--- src/ingress_adapt_pkg.sv ---
// Ingress adapter shared definitions
// FSM state encodings and counter slot indices for the per-port lanes

package ingress_adapt_pkg;

    ////////////////////
    // FSM states

    // Frame-boundary enable gate
    typedef enum logic [1:0] {
        GATE_MUTED,
        GATE_PASS,
        GATE_SKIP
    } gate_state_t;

    // Frame-atomic buffer admission
    typedef enum logic [1:0] {
        FIFO_IDLE,
        FIFO_ACCEPT,
        FIFO_DISCARD
    } fifo_state_t;

    ////////////////////
    // Profile counters

    typedef enum logic [1:0] {
        CNT_FRAMES = 2'd0,
        CNT_BYTES  = 2'd1,
        CNT_DROPS  = 2'd2
    } cnt_idx_t;

    // One slot per cnt_idx_t entry
    localparam int NUM_CNTS = int'(CNT_DROPS) + 1;

endpackage

--- src/ingress_counters.sv ---
// Ingress profile counters
// Saturating frame, byte and drop counts for one port

`timescale 1ns/1ps

module ingress_counters #(
    parameter int IN_BYTES    = 1,
    parameter int COUNT_WIDTH = 16
) (
    input  logic clk,
    input  logic rst,
    input  logic enable,
    input  logic clear_stb,
    input  logic mon_tvalid,
    input  logic mon_tready,
    input  logic mon_tlast,
    input  logic drop_stb,
    output logic [ingress_adapt_pkg::NUM_CNTS-1:0][COUNT_WIDTH-1:0] counts
);
    import ingress_adapt_pkg::*;

    localparam int SUM_W = COUNT_WIDTH + 1;

    logic mon_xfer;

    // Add with clamp at all ones
    function automatic logic [COUNT_WIDTH-1:0] sat_add(
        input logic [COUNT_WIDTH-1:0] base,
        input int unsigned            incr
    );
        logic [SUM_W-1:0] sum;
        sum = {1'b0, base} + SUM_W'(incr);
        return sum[COUNT_WIDTH] ? '1 : sum[COUNT_WIDTH-1:0];
    endfunction

    // Monitor only, a beat counts when the link moves it
    assign mon_xfer = mon_tvalid && mon_tready;

    always_ff @(posedge clk) begin
        if (rst) begin
            counts <= '0;
        end else if (clear_stb) begin
            // Clear wins over any increment this cycle
            counts <= '0;
        end else begin
            if (enable && mon_xfer) begin
                counts[CNT_BYTES] <= sat_add(counts[CNT_BYTES], IN_BYTES);
                if (mon_tlast) begin
                    counts[CNT_FRAMES] <= sat_add(counts[CNT_FRAMES], 1);
                end
            end
            // Drops are counted even while disabled
            if (drop_stb) begin
                counts[CNT_DROPS] <= sat_add(counts[CNT_DROPS], 1);
            end
        end
    end

endmodule

--- src/ingress_frame_fifo.sv ---
// Ingress frame buffer
// Admits or discards whole frames on a port that cannot be stalled

`timescale 1ns/1ps

module ingress_frame_fifo #(
    parameter int IN_BYTES        = 1,
    parameter int FIFO_DEPTH      = 16,
    parameter int MAX_FRAME_WORDS = 8
) (
    input  logic                  clk,
    input  logic                  rst,
    input  logic                  in_tvalid,
    input  logic [IN_BYTES*8-1:0] in_tdata,
    input  logic                  in_tlast,
    output logic                  fifo_tvalid,
    output logic [IN_BYTES*8-1:0] fifo_tdata,
    output logic                  fifo_tlast,
    input  logic                  fifo_tready,
    output logic                  buf_full_drop
);
    import ingress_adapt_pkg::*;

    localparam int PTR_W  = (FIFO_DEPTH > 1) ? $clog2(FIFO_DEPTH) : 1;
    localparam int CNT_W  = $clog2(FIFO_DEPTH + 1);
    localparam int BEAT_W = $clog2(MAX_FRAME_WORDS + 1);

    // Storage, no reset on payload
    logic [IN_BYTES*8-1:0] mem_data [FIFO_DEPTH];
    logic                  mem_last [FIFO_DEPTH];

    logic [PTR_W-1:0]  wr_ptr;
    logic [PTR_W-1:0]  rd_ptr;
    logic [CNT_W-1:0]  fill_cnt;
    logic [BEAT_W-1:0] frame_beats;
    fifo_state_t       state;

    logic has_room;
    logic wr_en;
    logic rd_en;
    logic drop_start;

    ////////////////////
    // Admission

    // Room for a worst-case frame, judged at the first beat only
    assign has_room   = (FIFO_DEPTH - int'(fill_cnt)) >= MAX_FRAME_WORDS;
    assign wr_en      = in_tvalid && ((state == FIFO_ACCEPT) ||
                                      (state == FIFO_IDLE && has_room));
    assign drop_start = in_tvalid && (state == FIFO_IDLE) && !has_room;
    assign rd_en      = fifo_tvalid && fifo_tready;

    always_ff @(posedge clk) begin
        if (rst) begin
            state         <= FIFO_IDLE;
            buf_full_drop <= 1'b0;
            frame_beats   <= '0;
        end else begin
            buf_full_drop <= drop_start;
            case (state)
                FIFO_IDLE: begin
                    // Single-beat frames never leave idle
                    if (in_tvalid && !in_tlast) begin
                        state <= has_room ? FIFO_ACCEPT : FIFO_DISCARD;
                    end
                end
                default: begin
                    if (in_tvalid && in_tlast) begin
                        state <= FIFO_IDLE;
                    end
                end
            endcase
            // Beats written so far in this frame
            if (wr_en) begin
                frame_beats <= in_tlast ? '0 : frame_beats + 1'b1;
            end
        end
    end

    ////////////////////
    // Circular buffer

    always_ff @(posedge clk) begin
        if (wr_en) begin
            mem_data[wr_ptr] <= in_tdata;
            mem_last[wr_ptr] <= in_tlast;
        end
    end

    always_ff @(posedge clk) begin
        if (rst) begin
            wr_ptr   <= '0;
            rd_ptr   <= '0;
            fill_cnt <= '0;
        end else begin
            if (wr_en) begin
                wr_ptr <= (wr_ptr == PTR_W'(FIFO_DEPTH - 1)) ? '0 : wr_ptr + 1'b1;
            end
            if (rd_en) begin
                rd_ptr <= (rd_ptr == PTR_W'(FIFO_DEPTH - 1)) ? '0 : rd_ptr + 1'b1;
            end
            fill_cnt <= fill_cnt + CNT_W'(wr_en) - CNT_W'(rd_en);
        end
    end

    // Word shows up the cycle after its write
    assign fifo_tvalid = (fill_cnt != '0);
    assign fifo_tdata  = mem_data[rd_ptr];
    assign fifo_tlast  = mem_last[rd_ptr];

    // Admission check must keep every admitted frame inside the buffer
    a_no_write_when_full: assert property (@(posedge clk) disable iff (rst)
        wr_en |-> fill_cnt < CNT_W'(FIFO_DEPTH));

    a_frame_within_max: assert property (@(posedge clk) disable iff (rst)
        wr_en |-> frame_beats < BEAT_W'(MAX_FRAME_WORDS));

endmodule

--- src/ingress_gate.sv ---
// Ingress port enable gate
// Opens and closes only between frames and reports the connected state

`timescale 1ns/1ps

module ingress_gate #(
    parameter int IN_BYTES = 1
) (
    input  logic                  clk,
    input  logic                  rst,
    input  logic                  enable,
    input  logic                  fifo_tvalid,
    input  logic [IN_BYTES*8-1:0] fifo_tdata,
    input  logic                  fifo_tlast,
    output logic                  fifo_tready,
    output logic                  gated_tvalid,
    output logic [IN_BYTES*8-1:0] gated_tdata,
    output logic                  gated_tlast,
    input  logic                  gated_tready,
    output logic                  connected
);
    import ingress_adapt_pkg::*;

    gate_state_t state;
    logic        in_frame;
    logic        xfer;
    logic        frame_open_next;
    logic        beat_waiting;

    assign xfer = fifo_tvalid && fifo_tready;
    // Whether a frame is still open after this cycle
    assign frame_open_next = in_frame ? !(xfer && fifo_tlast) : (xfer && !fifo_tlast);
    // Beat already offered downstream but not taken
    assign beat_waiting = fifo_tvalid && !fifo_tready;

    always_ff @(posedge clk) begin
        if (rst) begin
            state    <= GATE_MUTED;
            in_frame <= 1'b0;
        end else begin
            in_frame <= frame_open_next;
            case (state)
                GATE_MUTED: begin
                    // Late enable skips the rest of the frame
                    if (enable) begin
                        state <= frame_open_next ? GATE_SKIP : GATE_PASS;
                    end
                end
                GATE_PASS: begin
                    if (!enable && !frame_open_next && !beat_waiting) begin
                        state <= GATE_MUTED;
                    end
                end
                default: begin
                    if (xfer && fifo_tlast) begin
                        state <= enable ? GATE_PASS : GATE_MUTED;
                    end
                end
            endcase
        end
    end

    // Forward in pass, sink everything otherwise
    assign gated_tvalid = (state == GATE_PASS) && fifo_tvalid;
    assign gated_tdata  = fifo_tdata;
    assign gated_tlast  = fifo_tlast;
    assign fifo_tready  = (state == GATE_PASS) ? gated_tready : 1'b1;
    assign connected    = (state == GATE_PASS);

    // An offered beat keeps the gate open until it is taken
    a_valid_only_in_pass: assert property (@(posedge clk) disable iff (rst)
        gated_tvalid && !gated_tready |=> gated_tvalid && state == GATE_PASS);

endmodule

--- src/ingress_port_array_adapt.sv ---
// Ingress port array adapter
// One lane per port of frame buffer, counters, enable gate and upsizer

`timescale 1ns/1ps

module ingress_port_array_adapt #(
    parameter int NUM_PORTS       = 2,
    parameter int IN_BYTES        = 1,
    parameter int CONV_BYTES      = 4,
    parameter int FIFO_DEPTH      = 16,
    parameter int MAX_FRAME_WORDS = 8,
    parameter int COUNT_WIDTH     = 16
) (
    input  logic                              clk,
    input  logic                              rst,
    // Narrow ingress ports, no back-pressure
    input  logic [NUM_PORTS-1:0]              in_tvalid,
    input  logic [NUM_PORTS*IN_BYTES*8-1:0]   in_tdata,
    input  logic [NUM_PORTS-1:0]              in_tlast,
    // Converged ports towards the router
    output logic [NUM_PORTS-1:0]              out_tvalid,
    input  logic [NUM_PORTS-1:0]              out_tready,
    output logic [NUM_PORTS*CONV_BYTES*8-1:0] out_tdata,
    output logic [NUM_PORTS*CONV_BYTES-1:0]   out_tkeep,
    output logic [NUM_PORTS-1:0]              out_tlast,
    // Control and status
    input  logic [NUM_PORTS-1:0]              port_enable,
    input  logic [NUM_PORTS-1:0]              cnt_clear,
    output logic [NUM_PORTS-1:0]              connected,
    output logic [NUM_PORTS-1:0]              buf_full_drop,
    output logic [NUM_PORTS*ingress_adapt_pkg::NUM_CNTS*COUNT_WIDTH-1:0] cnts
);
    import ingress_adapt_pkg::*;

    localparam int IN_W  = IN_BYTES * 8;
    localparam int OUT_W = CONV_BYTES * 8;
    localparam int CNT_W = NUM_CNTS * COUNT_WIDTH;

    for (genvar p = 0; p < NUM_PORTS; p++) begin : g_lane
        // Buffer to gate
        logic            fifo_tvalid;
        logic [IN_W-1:0] fifo_tdata;
        logic            fifo_tlast;
        logic            fifo_tready;
        // Gate to converter
        logic            gated_tvalid;
        logic [IN_W-1:0] gated_tdata;
        logic            gated_tlast;
        logic            gated_tready;

        ingress_frame_fifo #(
            .IN_BYTES(IN_BYTES), .FIFO_DEPTH(FIFO_DEPTH), .MAX_FRAME_WORDS(MAX_FRAME_WORDS)
        ) frame_fifo_i (
            .clk(clk), .rst(rst),
            .in_tvalid(in_tvalid[p]), .in_tdata(in_tdata[p*IN_W +: IN_W]),
            .in_tlast(in_tlast[p]),
            .fifo_tvalid(fifo_tvalid), .fifo_tdata(fifo_tdata),
            .fifo_tlast(fifo_tlast), .fifo_tready(fifo_tready),
            .buf_full_drop(buf_full_drop[p])
        );

        // Watches the buffer output link, never drives ready
        ingress_counters #(
            .IN_BYTES(IN_BYTES), .COUNT_WIDTH(COUNT_WIDTH)
        ) counters_i (
            .clk(clk), .rst(rst), .enable(port_enable[p]), .clear_stb(cnt_clear[p]),
            .mon_tvalid(fifo_tvalid), .mon_tready(fifo_tready), .mon_tlast(fifo_tlast),
            .drop_stb(buf_full_drop[p]), .counts(cnts[p*CNT_W +: CNT_W])
        );

        ingress_gate #(
            .IN_BYTES(IN_BYTES)
        ) gate_i (
            .clk(clk), .rst(rst), .enable(port_enable[p]),
            .fifo_tvalid(fifo_tvalid), .fifo_tdata(fifo_tdata),
            .fifo_tlast(fifo_tlast), .fifo_tready(fifo_tready),
            .gated_tvalid(gated_tvalid), .gated_tdata(gated_tdata),
            .gated_tlast(gated_tlast), .gated_tready(gated_tready),
            .connected(connected[p])
        );

        ingress_width_conv #(
            .IN_BYTES(IN_BYTES), .CONV_BYTES(CONV_BYTES)
        ) width_conv_i (
            .clk(clk), .rst(rst),
            .gated_tvalid(gated_tvalid), .gated_tdata(gated_tdata),
            .gated_tlast(gated_tlast), .gated_tready(gated_tready),
            .out_tvalid(out_tvalid[p]), .out_tdata(out_tdata[p*OUT_W +: OUT_W]),
            .out_tkeep(out_tkeep[p*CONV_BYTES +: CONV_BYTES]),
            .out_tlast(out_tlast[p]), .out_tready(out_tready[p])
        );
    end

endmodule

--- src/ingress_width_conv.sv ---
// Ingress width converter
// Packs narrow input beats into wide output beats with a keep mask

`timescale 1ns/1ps

module ingress_width_conv #(
    parameter int IN_BYTES   = 1,
    parameter int CONV_BYTES = 4
) (
    input  logic                    clk,
    input  logic                    rst,
    input  logic                    gated_tvalid,
    input  logic [IN_BYTES*8-1:0]   gated_tdata,
    input  logic                    gated_tlast,
    output logic                    gated_tready,
    output logic                    out_tvalid,
    output logic [CONV_BYTES*8-1:0] out_tdata,
    output logic [CONV_BYTES-1:0]   out_tkeep,
    output logic                    out_tlast,
    input  logic                    out_tready
);

    localparam int RATIO  = CONV_BYTES / IN_BYTES;
    localparam int SLOT_W = (RATIO > 1) ? $clog2(RATIO) : 1;

    if (CONV_BYTES % IN_BYTES != 0) begin : g_ratio_check
        $error("CONV_BYTES must be a multiple of IN_BYTES");
    end

    logic [SLOT_W-1:0]       slot;
    logic [CONV_BYTES*8-1:0] acc_data;
    logic [CONV_BYTES-1:0]   acc_keep;
    logic [CONV_BYTES*8-1:0] merged_data;
    logic [CONV_BYTES-1:0]   merged_keep;
    logic                    in_xfer;
    logic                    out_xfer;
    logic                    beat_final;

    ////////////////////
    // Handshake

    // Hold off input while a packed beat is stuck
    assign gated_tready = !out_tvalid || out_tready;
    assign in_xfer      = gated_tvalid && gated_tready;
    assign out_xfer     = out_tvalid && out_tready;
    assign beat_final   = (slot == SLOT_W'(RATIO - 1)) || gated_tlast;

    ////////////////////
    // Packing

    always_comb begin
        // Fresh word starts from zero so unused lanes stay clear
        merged_data = (slot == '0) ? '0 : acc_data;
        merged_keep = (slot == '0) ? '0 : acc_keep;
        merged_data[slot*IN_BYTES*8 +: IN_BYTES*8] = gated_tdata;
        merged_keep[slot*IN_BYTES +: IN_BYTES]     = '1;
    end

    always_ff @(posedge clk) begin
        if (rst) begin
            slot       <= '0;
            out_tvalid <= 1'b0;
        end else begin
            if (out_xfer) begin
                out_tvalid <= 1'b0;
            end
            if (in_xfer) begin
                if (beat_final) begin
                    slot       <= '0;
                    out_tvalid <= 1'b1;
                end else begin
                    slot <= slot + 1'b1;
                end
            end
        end
    end

    // Accumulator and output holding register
    always_ff @(posedge clk) begin
        if (in_xfer) begin
            acc_data <= merged_data;
            acc_keep <= merged_keep;
            if (beat_final) begin
                out_tdata <= merged_data;
                out_tkeep <= merged_keep;
                out_tlast <= gated_tlast;
            end
        end
    end

    // Keep fills lanes from 0 up and only a last beat may be short
    a_keep_packed: assert property (@(posedge clk) disable iff (rst)
        out_tvalid |-> out_tkeep[0] && ((out_tkeep & (out_tkeep + 1'b1)) == '0) &&
                       (out_tlast || out_tkeep == '1));

endmodule
--- config.mk ---
export PLATFORM = sky130hd
export DESIGN_NAME = ingress_port_array_adapt
export DESIGN_NICKNAME = d
export VERILOG_FILES = /design/src/ingress_adapt_pkg.sv /design/src/ingress_counters.sv /design/src/ingress_frame_fifo.sv /design/src/ingress_gate.sv /design/src/ingress_port_array_adapt.sv /design/src/ingress_width_conv.sv
export SDC_FILE = /design/constraint.sdc
export NUM_CORES = 1
export LEC_CHECK = 0
export ABC_CLOCK_PERIOD_IN_PS = 5300
export BUFFER_PORTS_ARGS = -buffer_cell sky130_fd_sc_hd__buf_2
export CAP_MARGIN = 30
export CORE_UTILIZATION = 55
export DETAILED_ROUTE_END_ITERATION = 12
export PLACE_DENSITY = 0.76
export SYNTH_ARGS = -nofsm -noshare
export SYNTH_HDL_FRONTEND = slang
export SYNTH_HIERARCHICAL = 1
export SYNTH_SLANG_ARGS = --single-unit
--- constraint.sdc ---
create_clock -name clk -period 5.3 [get_ports clk]
set_input_delay 1.06 -clock clk [delete_from_list [all_inputs] [get_ports clk]]
set_output_delay 1.06 -clock clk [all_outputs]
set_load 0.005 [all_outputs]
Yosys cells after proc, flatten, opt, wreduce, memory -nomap -nowiden:

Memory sizes are Yosys's and may differ from the RTL's. A register that Yosys moved wholly into a read port is not among the register bits.
Cells that the tools add are included.

* bits in registers: 286
* memory bits (writable): 288
* input bits: 28
* output and inout bits: 176
* word-level logic and storage cells: 226
* memories kept: 4

Memory list
* g_lane[0].frame_fifo_i.mem_data: depth 16, bits a word 8, rd ports 1, clocked after memory_dff 1, write ports 1, line ingress_frame_fifo.sv:29 `logic [IN_BYTES*8-1:0] mem_data [FIFO_DEPTH];`
* g_lane[1].frame_fifo_i.mem_data: depth 16, bits a word 8, rd ports 1, clocked after memory_dff 1, write ports 1, line ingress_frame_fifo.sv:29
* g_lane[0].frame_fifo_i.mem_last: depth 16, bits a word 1, rd ports 1, clocked after memory_dff 1, write ports 1, line ingress_frame_fifo.sv:30 `logic mem_last [FIFO_DEPTH];`
* g_lane[1].frame_fifo_i.mem_last: depth 16, bits a word 1, rd ports 1, clocked after memory_dff 1, write ports 1, line ingress_frame_fifo.sv:30

* add/sub/neg operators: 22
* magnitude comparators: 2
* equal/unequal tests: 16
* shifts and indexed selects: 8
* muxes and demuxes: 62
* reduce and logical (&&, ||, !) cells: 78

Operator list (number)
* $add 16x1->17 const B: 6
* $mux 16: 6
* $neg 2->34: 2
* $neg 5->34: 2
* $shift 1x34->4 const A: 2
* $shift 8x34->32 const A: 2
* $shiftx 1x34->4 const A: 2
* $shiftx 8x34->32: 2
* $bwmux 32: 2
* $ge 32x5->1 const B: 2
* $mux 32: 2
* $mux 4: 14
* $mux 2: 18
* $logic_and 1x1->1: 32
* $logic_not 1->1: 18
* $add 4x1->4 const B: 4
* $eq 4x4->1 const B: 4
* $mux 1: 16
* $logic_not 2->1: 6
* $ne 2x2->1 const B: 6
* $reduce_and 2->1: 6
* $sub 5x5->6 const A: 2
* $add 5x1->5: 2
* $reduce_bool 5->1: 2
* other kinds (11): 28

Longest topological paths before layout:

Gate-level depths: netlist of run 1.

* word-level depth: 12
* gate-level depth with buffers: 15
* depth with buffers taken out: 15

By module:

The synthesis of run 1 kept the hierarchy.

Modules (own cells, without submodules)
* ingress_frame_fifo: times used 2, cells an instance 327, area an instance 6668.9 sq um, seq. area each 4724.5 sq um
* ingress_counters: times used 2, cells an instance 284, area an instance 2443.6 sq um, seq. area each 960.9 sq um
* ingress_width_conv (g_lane[0].width_conv_i): times used 1, cells an instance 147, area an instance 2831.5 sq um, seq. area each 2252.2 sq um
* ingress_width_conv (g_lane[1].width_conv_i): times used 1, cells an instance 152, area an instance 2827.7 sq um, seq. area each 2252.2 sq um
* ingress_gate: times used 2, cells an instance 32, area an instance 292.8 sq um, seq. area each 60.1 sq um

Least setup slack after synthesis of run 1:

OpenSTA, ideal clock, no wires.

* path kind: register to register
* from: reg g_lane[0].frame_fifo_i.fill_cnt[2]
* to: reg g_lane[0].width_conv_i.out_tdata[0] (enable)
* library setup time: 0.435 ns
* arrival time: 4.077 ns
* required time: 4.865 ns
* path slack: 0.787 ns
* stages on the path, launching flop included: 10
* buffers on the path: 1
* clock period less this slack: 4.513 ns
* cell sequence: dfxtp_1 > inv_1 > ha_1 > nor3b_1 > ha_1 > inv_1 > buf_2 > and2_2 > and2_1 > nor2b_1

* word-level cells in the longest chain between the ends: 4

RTL lines
* start: declaration: line ingress_frame_fifo.sv:34 `logic [CNT_W-1:0] fill_cnt;`
* start signal: assignment: line ingress_frame_fifo.sv:102 `fill_cnt <= fill_cnt + CNT_W'(wr_en) - CNT_W'(rd_en);`
* $reduce_bool 5->1: line ingress_frame_fifo.sv:107 `assign fifo_tvalid = (fill_cnt != '0);`
* net g_lane[0].fifo_tvalid: line ingress_port_array_adapt.sv:41 `logic fifo_tvalid;`
* $logic_and 1x1->1: line ingress_gate.sv:64 `assign gated_tvalid = (state == GATE_PASS) && fifo_tvalid;`
* net g_lane[0].gated_tvalid: line ingress_port_array_adapt.sv:46 `logic gated_tvalid;`
* $logic_and 1x1->1: line ingress_width_conv.sv:44 `assign in_xfer = gated_tvalid && gated_tready;`
* net g_lane[0].width_conv_i.in_xfer: line ingress_width_conv.sv:35 `logic in_xfer;`
* $reduce_and 2->1 (no source line)
* end signal: assignment: line ingress_width_conv.sv:84 `out_tdata <= merged_data;`
* end: declaration: line ingress_width_conv.sv:17 `output logic [CONV_BYTES*8-1:0] out_tdata,`

The timed path passes the listed nets, and every way through them passes these cells.
A chain may end at the register's enable or synchronous reset.

Final worst setup path of run 1:

* from: in out_tready[1]
* to: reg g_lane[1].frame_fifo_i.fill_cnt[4]

* word-level cells in the longest chain between the ends: 4

RTL lines
* start: declaration: line ingress_port_array_adapt.sv:22 `input logic [NUM_PORTS-1:0] out_tready,`
* $logic_or 1x1->1: line ingress_width_conv.sv:43 `assign gated_tready = !out_tvalid || out_tready;`
* net g_lane[1].gated_tready: line ingress_port_array_adapt.sv:49 `logic gated_tready;`
* $mux 1: line ingress_gate.sv:67 `assign fifo_tready = (state == GATE_PASS) ? gated_tready : 1'b1;`
* net g_lane[1].fifo_tready: line ingress_port_array_adapt.sv:44 `logic fifo_tready;`
* $logic_and 1x1->1: line ingress_frame_fifo.sv:51 `assign rd_en = fifo_tvalid && fifo_tready;`
* $sub 5x1->5: line ingress_frame_fifo.sv:102
* end signal: assignment: line ingress_frame_fifo.sv:102
* end: declaration: line ingress_frame_fifo.sv:34

The timed path passes the listed nets, and every way through them passes these cells.

==> results.md, run 1 <==
* Post-cts gate resize count at 0
* EDFF count, synth at 434
* Root buf cell: clkbuf_16
* Synth Net Count at 1661
* Final period util at 0.600
* Post-CTS Hold Buffers at 0
* Clk pin slew, worst setup/hold paths at 0.06 ns
* I/O Buffers at 203
* Slew margin rel. at 0.411
* Total track usage at 0.225
* Reg2reg setup slack at 2.13 ns
* Synth Cell Area at 24500 um^2
* Global-route wire length before repair at 78100 um
* Post-DP HPWL at 32600 um
* FILL cells at 3066
* # DRC at 0
* I/O pin total at 204
* Layout cells sized above 1 at 0.203
* Vias in the first global route at 13700
* Worst slew pin tran at 0.883 ns
* Worst Path Required at 5.77 ns
* Vert. Die Dim at 213 um
* Seq cells post-synth at 582
* Main flop type after synthesis: edfxtp_1
* CP arrival at 3.65 ns
* Max Fclk at 315 MHz
* Kind of critical path: in -> reg
* DR vias at 14600
* Syn Inst Count at 1585
* Initial Utilization at 0.563
* Critical path peak fanout at 8
* Yosys cell types at 73
* Core Util, Final at 0.637
* RSZ-0062 raised after global routing: no
* DIE WIDTH at 213 um
* Initial antenna violation count at 2
* Slew Viols, Final at 0
* Wire length per cell at 21.1 um
* Final setup viols at 0
* Max cap viols at 0
* Setup TNS at 0 ns
* Core Box Area at 43500 um^2
* DR vias/cell at 6.04
* CTS tree: yes
* Nets@finish at 1862
* Final ANT Viol Nets at 0
* Hold Fails Final Rpt at 0
* Area delta synth->final at 13.1%
* H-tree depth at 2
* Worst VDD drop at 313 uV
* Ys Warns at 6
* Routed WL at 51000 um
* Static Leakage at 9.85 nW
* Critical Path Source Type: primary input
* Place WS at 1.55 ns
* Worst setup margin at 2.12 ns
* Hold depth at 2
* CP endpoint kind: flop
* 1st-iter DRT viols at 1437
* Largest net degree at the start of global routing at 53
* Seq/Total Area, Yosys at 0.654
* Postcts setup bufs at 0
* Clock Tree Buf Depth at 3
* Total gr overflow at 0
* Post-synth ARST share at 0
* Clk sinks at 582
* Avg Inst Size Synth at 15.4 um^2
* Num CTS Buffers at 57
* Die Footprint at 45300 um^2
* Rows at 76
* Worst reg2reg path depth at 15
* Clock Skews at 0.0251 ns
* Worst min-delay path class: reg -> reg
* Clk_lat worst skew at 0.62 ns
* Fin crit period at 3.18 ns
* Detailed-router iteration count before antenna repair at 5
* Gpl congestion at 0.863
* PwrDens at 474 nW/um^2
* Outcome: completed
[metrics by stage]
| stage | hold WS (ns) | total power, W | instance area (um^2) | instances |
|---|---|---|---|---|
| 6_report | 0.500 | 0.0131 | 27700 | 2421 |
| 5_1_grt | 0.530 | 0.0137 | 27700 | 2419 |
| 4_1_cts | 0.505 | 0.0132 | 27700 | 2418 |
| 3_5_place_dp | 0.493 | 0.00926 | 25900 | 2311 |
| 3_3_place_gp | 0.464 | 0.00913 | 25900 | 2311 |
| 2_1_floorplan | 0.450 | 0.00848 | 24500 | 1585 |
[final timing paths]
path,from,end
min,g_lane[0].frame_fifo_i/state[1],g_lane[0].frame_fifo_i/state[1]
max,out_tready[1],g_lane[1].frame_fifo_i/fill_cnt[4]
min reg2reg,g_lane[0].frame_fifo_i/state[1],g_lane[0].frame_fifo_i/state[1]
max reg2reg,g_lane[1].frame_fifo_i/fill_cnt[3],g_lane[1].frame_fifo_i/fill_cnt[4]
[synth_stat cells, drive strengths merged (4+ instances only)]
library cell | instances | area (um^2)
edfxtp | 434 | 13000
dfxtp | 148 | 2960
mux4 | 90 | 2270
nor2 | 75 | 289
a21oi | 66 | 338
a22o | 66 | 578
nand2 | 59 | 221
inv | 56 | 210
buf | 48 | 350
ha | 46 | 576
nand4 | 46 | 343
xnor2 | 46 | 403
o21ai | 42 | 210
nand3 | 41 | 215
nor3 | 34 | 225
nor4 | 34 | 315
and2 | 24 | 153
clkbuf | 22 | 82.6
a31oi | 20 | 125
nor2b | 18 | 118
xor2 | 18 | 158
a211oi | 14 | 105
and3 | 14 | 87.6
mux2i | 14 | 140
and4 | 13 | 116
nor3b | 12 | 90.1
and3b | 8 | 70.1
o211ai | 8 | 60.1
nand3b | 6 | 45.0
or4 | 6 | 52.6
and4b | 5 | 52.6
and2b | 4 | 32.5
nand2b | 4 | 25.0
nor4bb | 4 | 40.0
o31ai | 4 | 30.0
or2 | 4 | 25.0
or3 | 4 | 25.0
[flip-flops by register name, indices dropped and copies added, names as in the netlist, 8 cells and up, named ones only]
register,count
g_lane.frame_fifo_i/mem_data,256
g_lane.counters_i/counts,96
g_lane.width_conv_i/acc_data,64
g_lane.width_conv_i/out_tdata,64
g_lane.frame_fifo_i/mem_last,32
g_lane.frame_fifo_i/fill_cnt,10
g_lane.frame_fifo_i/rd_ptr,8
g_lane.frame_fifo_i/wr_ptr,8
g_lane.width_conv_i/acc_keep,8
g_lane.width_conv_i/out_tkeep,8
[routing by layer]
layer	part of all wire	wire (um)	global-route usage
met4	0.019	988	0.0655
met2	0.47	24200	0.354
met1	0.44	22600	0.325
met5	0.00016	8	0
met3	0.064	3240	0.0338
[logic make-up after synthesis]
group,Yosys count,share of synthesized area
buf+inv,126,0.0263
mux,106,0.0993
simple gates,421,0.107
compound gates,238,0.0661
fa+ha+maj,48,0.0252
flops,582,0.654
xor+xnor,64,0.0229
[cell type report]
cell class / instances / area (um^2) / share of cell area
inverter: 56 / 210 / 0.00759
sequential: 582 / 16000 / 0.578
clock inverter: 38 / 325 / 0.0118
multi-input combinational: 877 / 7840 / 0.283
tap: 585 / 732 / 0.0264
timing repair buffer: 212 / 1100 / 0.0396
clock buffer: 69 / 1470 / 0.0532
antenna: 2 / 5.00 / 0.000181
[power by group]
part	total (W)	switching (W)	leakage [nW]	internal, W
clock	0.00392	0.00170	0.872	0.00222
combinational	0.00316	0.00177	3.81	0.00139
sequential	0.00605	0.000394	5.16	0.00566
total	0.0131	0.00386	9.85	0.00926
[placed cells by master (no fill, tap or decap), drive strengths merged, types with 13 or more instances in the layout]
cell type,instances
a211oi,14
a21oi,66
a22o,66
a31oi,20
and2,24
and3,14
and4,13
buf,212
clkbuf,69
clkinv,29
dfxtp,148
edfxtp,434
ha,46
inv,58
mux2i,14
mux4,90
nand2,59
nand3,41
nand4,46
nor2,75
nor2b,18
nor3,34
nor4,34
o21ai,42
xnor2,46
xor2,18
[critical path, cell delays in order]
cell	delay [ns]
buf_2	0.11
nand2b_1	0.22
or3b_2	0.58
nor2b_1	0.25
ha_1	0.30
inv_1	0.04
ha_1	0.20
fa_1	0.42
a21oi_1	0.17
o21bai_1	0.10
xnor2_1	0.14
nor2_1	0.05
Power figures use the tool's default switching activity.
==> run 2: changes to the inputs <==
--- a/config.mk
+++ b/config.mk
@@ -5,7 +5,7 @@
 export SDC_FILE = /design/constraint.sdc
 export NUM_CORES = 1
 export LEC_CHECK = 0
-export ABC_CLOCK_PERIOD_IN_PS = 5300
+export ABC_CLOCK_PERIOD_IN_PS = 3060
 export BUFFER_PORTS_ARGS = -buffer_cell sky130_fd_sc_hd__buf_2
 export CAP_MARGIN = 30
 export CORE_UTILIZATION = 55
==> constraint.sdc (replaced) <==
create_clock -name clk -period 3.06 [get_ports clk]
set_input_delay 0.612 -clock clk [delete_from_list [all_inputs] [get_ports clk]]
set_output_delay 0.612 -clock clk [all_outputs]
set_load 0.005 [all_outputs]
==> run 2 against run 1 <==
Clock power rose by 86%. Clock-buffer cell count did not move. Worst setup slack got worse by 2.0 ns. Final area rose by 1.8%. Via count rose by 0.60%. Sequential power rose by 70%. Non-clock buffer count rose by 39. Flip-flop and latch count did not move. Largest power group unchanged. Sequential share of layout area fell by 1.1 points. Highest routed layer unchanged.
==> results.md, run 2 (synthesis results as in run 1) <==
* Total gr overflow at 0
* Logic pwr share at 0.249
* Crit path to: g_lane[1].frame_fifo_i/fill_cnt[4]
* Initial antenna violation count at 3
* Worst reg2reg path depth at 15
* Static Leakage at 10.1 nW
* Core Box Area at 43500 um^2
* Internal power at 0.0167 W
* Worst setup margin at 0.170 ns
* Worst slew pin tran at 0.768 ns
* DR vias/cell at 5.98
* Most common cell after layout, fill and taps aside: edfxtp_1
* Detailed-router iteration count before antenna repair at 5
* Total track usage at 0.228
* Post-CTS Hold Buffers at 0
* H-tree depth at 2
* Largest net degree at the start of global routing at 49
* Vert. Die Dim at 213 um
* Total power at 0.0234 W
* CP arrival at 3.36 ns
* Crit. Startpoint: g_lane[1].frame_fifo_i/fill_cnt[2]
* Worst VDD drop at 607 uV
* Gpl congestion at 0.866
* DIE WIDTH at 213 um
* Flop pwr share at 0.439
* Worst min-delay path class: in -> reg
* Nets@finish at 1902
* Place WS at 0.0369 ns
* ANT cells at 0
* Largest registers: g_lane.frame_fifo_i/mem_data (256), g_lane.counters_i/counts (96)
* Max reg flops at 256
* Top reg by flops: g_lane.frame_fifo_i/mem_data
* Area delta synth->final at 15.2%
* 1st-iter DRT viols at 1497
* CP endpoint kind: flop
* Wire length per cell at 20.9 um
* Final period util at 0.944
* Routed WL at 51500 um
* Vias in the first global route at 14200
* Min-delay src: in_tvalid[1]
* I/O pin total at 204
* Max cap viols at 0
* Worst Path Required at 3.53 ns
* I/O Buffers at 203
* Global-route wire length before repair at 79400 um
* Hold Fails Final Rpt at 0
* Die Footprint at 45300 um^2
* Num CTS Buffers at 58
* Initial Utilization at 0.563
* Layout cells sized above 1 at 0.229
* Clock Skews at 0.0185 ns
* Slew Viols, Final at 0
* Slew margin rel. at 0.483
* Reg2reg setup slack at 0.17 ns
* Fin crit period at 2.89 ns
* Kind of critical path: reg -> reg
* Clk sinks at 582
* Post-DP HPWL at 33900 um
* # DRC at 0
* Critical Path Source Type: flop
* Critical R2R Launch: g_lane[1].frame_fifo_i/fill_cnt[2]
* Most frequent cells in the layout: edfxtp_1, buf_2, dfxtp_1, nor2_1, a22o_1
* Critical path peak fanout at 3
* Clk pin slew, worst setup/hold paths at 0.06 ns
* Final ANT Viol Nets at 0
* Clock Tree Buf Depth at 3
* FILL cells at 3026
* PwrDens at 831 nW/um^2
* Outcome: completed
* Final setup viols at 0
* Root buf cell: clkbuf_16
* Sw Pwr at 0.00670 W
* Net Sw Frac at 0.286
* CTS tree: yes
* DR vias at 14700
* Setup TNS at 0 ns
* Max Fclk at 346 MHz
* Clock power share at 0.311
* Reg-to-Reg End: g_lane[1].frame_fifo_i/fill_cnt[4]
* Rows at 76
* Clk_lat worst skew at 0.62 ns
==> run 2: cell count changes in the layout (fill, tap and decap cells not counted), moves of 3 or more <==
cell and delta:
bufinv_16 +5, clkinvlp_4 +3, buf_4 +37, clkinv_1 -8, clkinv_2 +5
==> run 2: metrics by stage <==
step,cell area [um^2],cells,utilization,hold WS [ns]
after floorplan,24500,1585,-,0.450
after global placement,26200,2349,0.602,0.464
after detailed placement,26200,2349,0.602,0.482
after CTS,28100,2459,0.647,0.292
after global routing,28200,2461,0.649,0.319
final,28200,2461,0.649,0.322
==> run 2: repair_timing <==
item                       4_1_cts  5_1_grt
buffers inserted                 0        0
setup endpoints to repair        0        2
resized for setup                0        4
==> run 2: cell type report <==
type,count,area [um^2],area share
multi-input cells,877,7860,0.279
well taps,585,732,0.0260
clock inverters,41,472,0.0167
flip-flops and latches,582,16000,0.567
inverters,56,210,0.00746
repair buffers,251,1410,0.0502
clock buffers,69,1500,0.0533
==> run 2: worst max-delay path, stage by stage (launching register included) <==
cell      delay (ns)
dfxtp_1         0.34
inv_1           0.08
ha_1            0.21
nor3b_2         0.16
ha_1            0.29
nor2b_1         0.16
a21oi_2         0.16
inv_1           0.06
ha_1            0.27
inv_1           0.04
ha_1            0.20
fa_2            0.36
a21oi_1         0.16
o21bai_1        0.09
xnor2_1         0.15
nor2_1          0.06
==> run 2: how the worst min path moves through the flow <==
stage | to | depth (start not counted)
2_1_floorplan | g_lane[0].frame_fifo_i/state[1] | 2
3_3_place_gp | g_lane[1].frame_fifo_i/state[1] | 2
3_5_place_dp | g_lane[0].frame_fifo_i/state[1] | 2
4_1_cts | g_lane[1].frame_fifo_i/state[0] | 3
5_1_grt | g_lane[0].frame_fifo_i/state[1] | 3
6_report | g_lane[1].frame_fifo_i/state[1] | 3
==> run 2: layer usage <==
| metal | vias to the layer above | GRT usage | part of all wire |
|---|---|---|---|
| li1 | 6757 | - | - |
| met1 | 7352 | 0.321 | 0.44 |
| met2 | 516 | 0.367 | 0.48 |
| met3 | 79 | 0.0390 | 0.062 |
| met4 | 4 | 0.0625 | 0.019 |
| met5 | - | 0 | 0.00049 |
==> run 2: power by group through the flow <==
stage                     combinational, W  sequential (W)  clock (W)
after floorplan                    0.00444          0.0103          0
after CTS                          0.00579          0.0103    0.00742
after global routing               0.00634          0.0104    0.00770
after global placement             0.00558          0.0104          0
after detailed placement           0.00577          0.0104          0
final                              0.00584          0.0103    0.00729
==> run 3: changes to the inputs <==
--- a/config.mk
+++ b/config.mk
@@ -11,6 +11,7 @@
 export CORE_UTILIZATION = 55
 export DETAILED_ROUTE_END_ITERATION = 12
 export PLACE_DENSITY = 0.76
+export SETUP_SLACK_MARGIN = 0.3
 export SYNTH_ARGS = -nofsm -noshare
 export SYNTH_HDL_FRONTEND = slang
 export SYNTH_HIERARCHICAL = 1
==> run 3 against run 2 <==
Clock power about the same. Clock-buffer cell count increased by 4. Critical path type unchanged. Critical path depth unchanged. Global-route usage increased by 0.32 points. Flip-flop and latch count unchanged. Final cell count unchanged.
==> results.md, run 3 (synthesis results as in run 1) <==
* Outcome: completed
* Most frequent cells in the layout: edfxtp_1, buf_2, dfxtp_1, nor2_1, a22o_1
* Clock Tree Buf Depth at 3
* CTS tree: yes
* DIE WIDTH at 213 um
* Final cell count without fillers at 2461
* Num CTS Buffers at 56
* Vias in the first global route at 14200
* I/O Buffers at 203
* Core Box Area at 43500 um^2
* Critical path's largest stage delay at 0.37 ns
* CP max stage cell: fa_2
* Core Util, Final at 0.652
* Final ANT Viol Nets at 0
* Fin crit period at 2.76 ns
* CP arrival at 3.24 ns
* Largest registers: g_lane.frame_fifo_i/mem_data (256), g_lane.counters_i/counts (96)
* Total gr overflow at 0
* Clk sinks at 582
* Initial antenna violation count at 3
* Routed WL at 52200 um
* Max Fclk at 362 MHz
* Total track usage at 0.231
* Worst slew pin tran at 0.759 ns
* # DRC at 0
* 1st-iter DRT viols at 1515
* Clock Skews at 0.0245 ns
* Rows at 76
* Clk pin slew, worst setup/hold paths at 0.06 ns
* Kind of critical path: reg -> reg
* Nets@finish at 1904
* Hold Fails Final Rpt at 0
* RSZ-0062 raised after global routing: yes
* Largest net degree at the start of global routing at 49
* Initial Utilization at 0.563
* Detailed-router iteration count before antenna repair at 6
* Slew Viols, Final at 0
* Root buf cell: clkbuf_16
* Layout cells sized above 1 at 0.245
* Vert. Die Dim at 213 um
* Most common cell after layout, fill and taps aside: edfxtp_1
* H-tree depth at 2
* DR vias at 14800
* Gpl congestion at 0.840
* Area delta synth->final at 15.7%
* Final period util at 0.902
* Setup TNS at 0 ns
* Most used cell, CP: ha_4
* Static Leakage at 10.2 nW
* Slew margin rel. at 0.489
* Min-delay src: in_tvalid[1]
* Critical Path Source Type: flop
* Worst reg2reg path depth at 15
* Reg-to-Reg End: g_lane[1].frame_fifo_i/fill_cnt[4]
* Crit. Startpoint: g_lane[1].frame_fifo_i/fill_cnt[3]
* Max cap viols at 0
* Reg2reg setup slack at 0.30 ns
* Max reg flops at 256
* Top reg by flops: g_lane.frame_fifo_i/mem_data
* I/O pin total at 204
* FILL cells at 3015
* Die Footprint at 45300 um^2
* Wire length per cell at 21.2 um
* Post-DP HPWL at 33800 um
* Worst Path Required at 3.54 ns
* PwrDens at 840 nW/um^2
* Clk_lat worst skew at 0.62 ns
* Placed Instances at 2348
* Critical path peak fanout at 4
* Post-CTS Hold Buffers at 0
* Hold EP: g_lane[1].frame_fifo_i/state[1]
* Hold depth at 3
* Final setup viols at 0
* Global-route wire length before repair at 80400 um
* Worst VDD drop at 545 uV
* Critical R2R Launch: g_lane[1].frame_fifo_i/fill_cnt[3]
* DR vias/cell at 6.02
* Worst min-delay path class: in -> reg
* CP endpoint kind: flop
* Crit-path cells: inv_4 -> ha_4 -> nor3b_2 -> ha_1 -> nor2b_4 -> a21oi_2 -> inv_1 -> ha_4 -> inv_4 -> ha_4 -> fa_2 -> a21oi_2 -> o21bai_1 -> xnor2_1 -> nor2_1
## run 3: worst max-delay path, delay by kind of cell (launching register included)
kind,cells,cell delay (ns)
buf+inv,3,0.16
xor+xnor,1,0.15
compound gates,3,0.39
flops,1,0.34
fa+ha+maj,5,1.25
simple gates,3,0.33
## run 3: metal layers
| layer | part of all wire | wire [um] | global-route usage |
|---|---|---|---|
| met1 | 0.43 | 22300 | 0.324 |
| met2 | 0.48 | 25200 | 0.369 |
| met3 | 0.069 | 3620 | 0.0454 |
| met4 | 0.020 | 1050 | 0.0643 |
| met5 | 0.00023 | 12 | 0 |
## run 3: layout make-up
type,instances,area (um^2),share of cell area
inverter,56,218,0.00769
tap,585,732,0.0258
sequential,582,16000,0.565
timing repair buffer,255,1430,0.0506
clock inverter,32,414,0.0146
multi-input combinational,877,7980,0.282
antenna,1,2.50,0.0000884
clock buffer,73,1530,0.0541
## run 3: timing repair
action	CTS	global route
buffers inserted	1	5
pin swaps	3	15
resized for setup	4	25
hold endpoints to repair	0	0
setup endpoints to repair	15	75
## run 3: how the worst max path moves through the flow
stage	slack, ns	cells past startpoint	endpoint
final	0.30	15	g_lane[1].frame_fifo_i/fill_cnt[4]
after global routing	0.20	15	g_lane[1].frame_fifo_i/fill_cnt[4]
after CTS	0.28	8	g_lane[1].width_conv_i/out_tdata[15]
after detailed placement	0.15	12	g_lane[1].frame_fifo_i/fill_cnt[4]
after global placement	0.15	12	g_lane[1].frame_fifo_i/fill_cnt[4]
after floorplan	0.27	12	g_lane[0].frame_fifo_i/fill_cnt[4]
## run 3: where the power goes
group	leakage, nW	switching, W	internal (W)	total [W]
clock	0.951	0.00296	0.00430	0.00726
sequential	5.16	0.000518	0.00980	0.0103
combinational	4.08	0.00345	0.00275	0.00620
total	10.2	0.00693	0.0169	0.0238
## run 3: through the flow
stage	worst slack, ns	instance area, um^2	power [W]	hold WS (ns)
floorplan	0.273	24500	0.0148	0.450
global route	0.197	28300	0.0248	0.321
finish	0.299	28300	0.0238	0.319
detailed placement	0.146	26200	0.0163	0.468
CTS	0.280	28200	0.0236	0.281
global placement	0.146	26200	0.0160	0.466
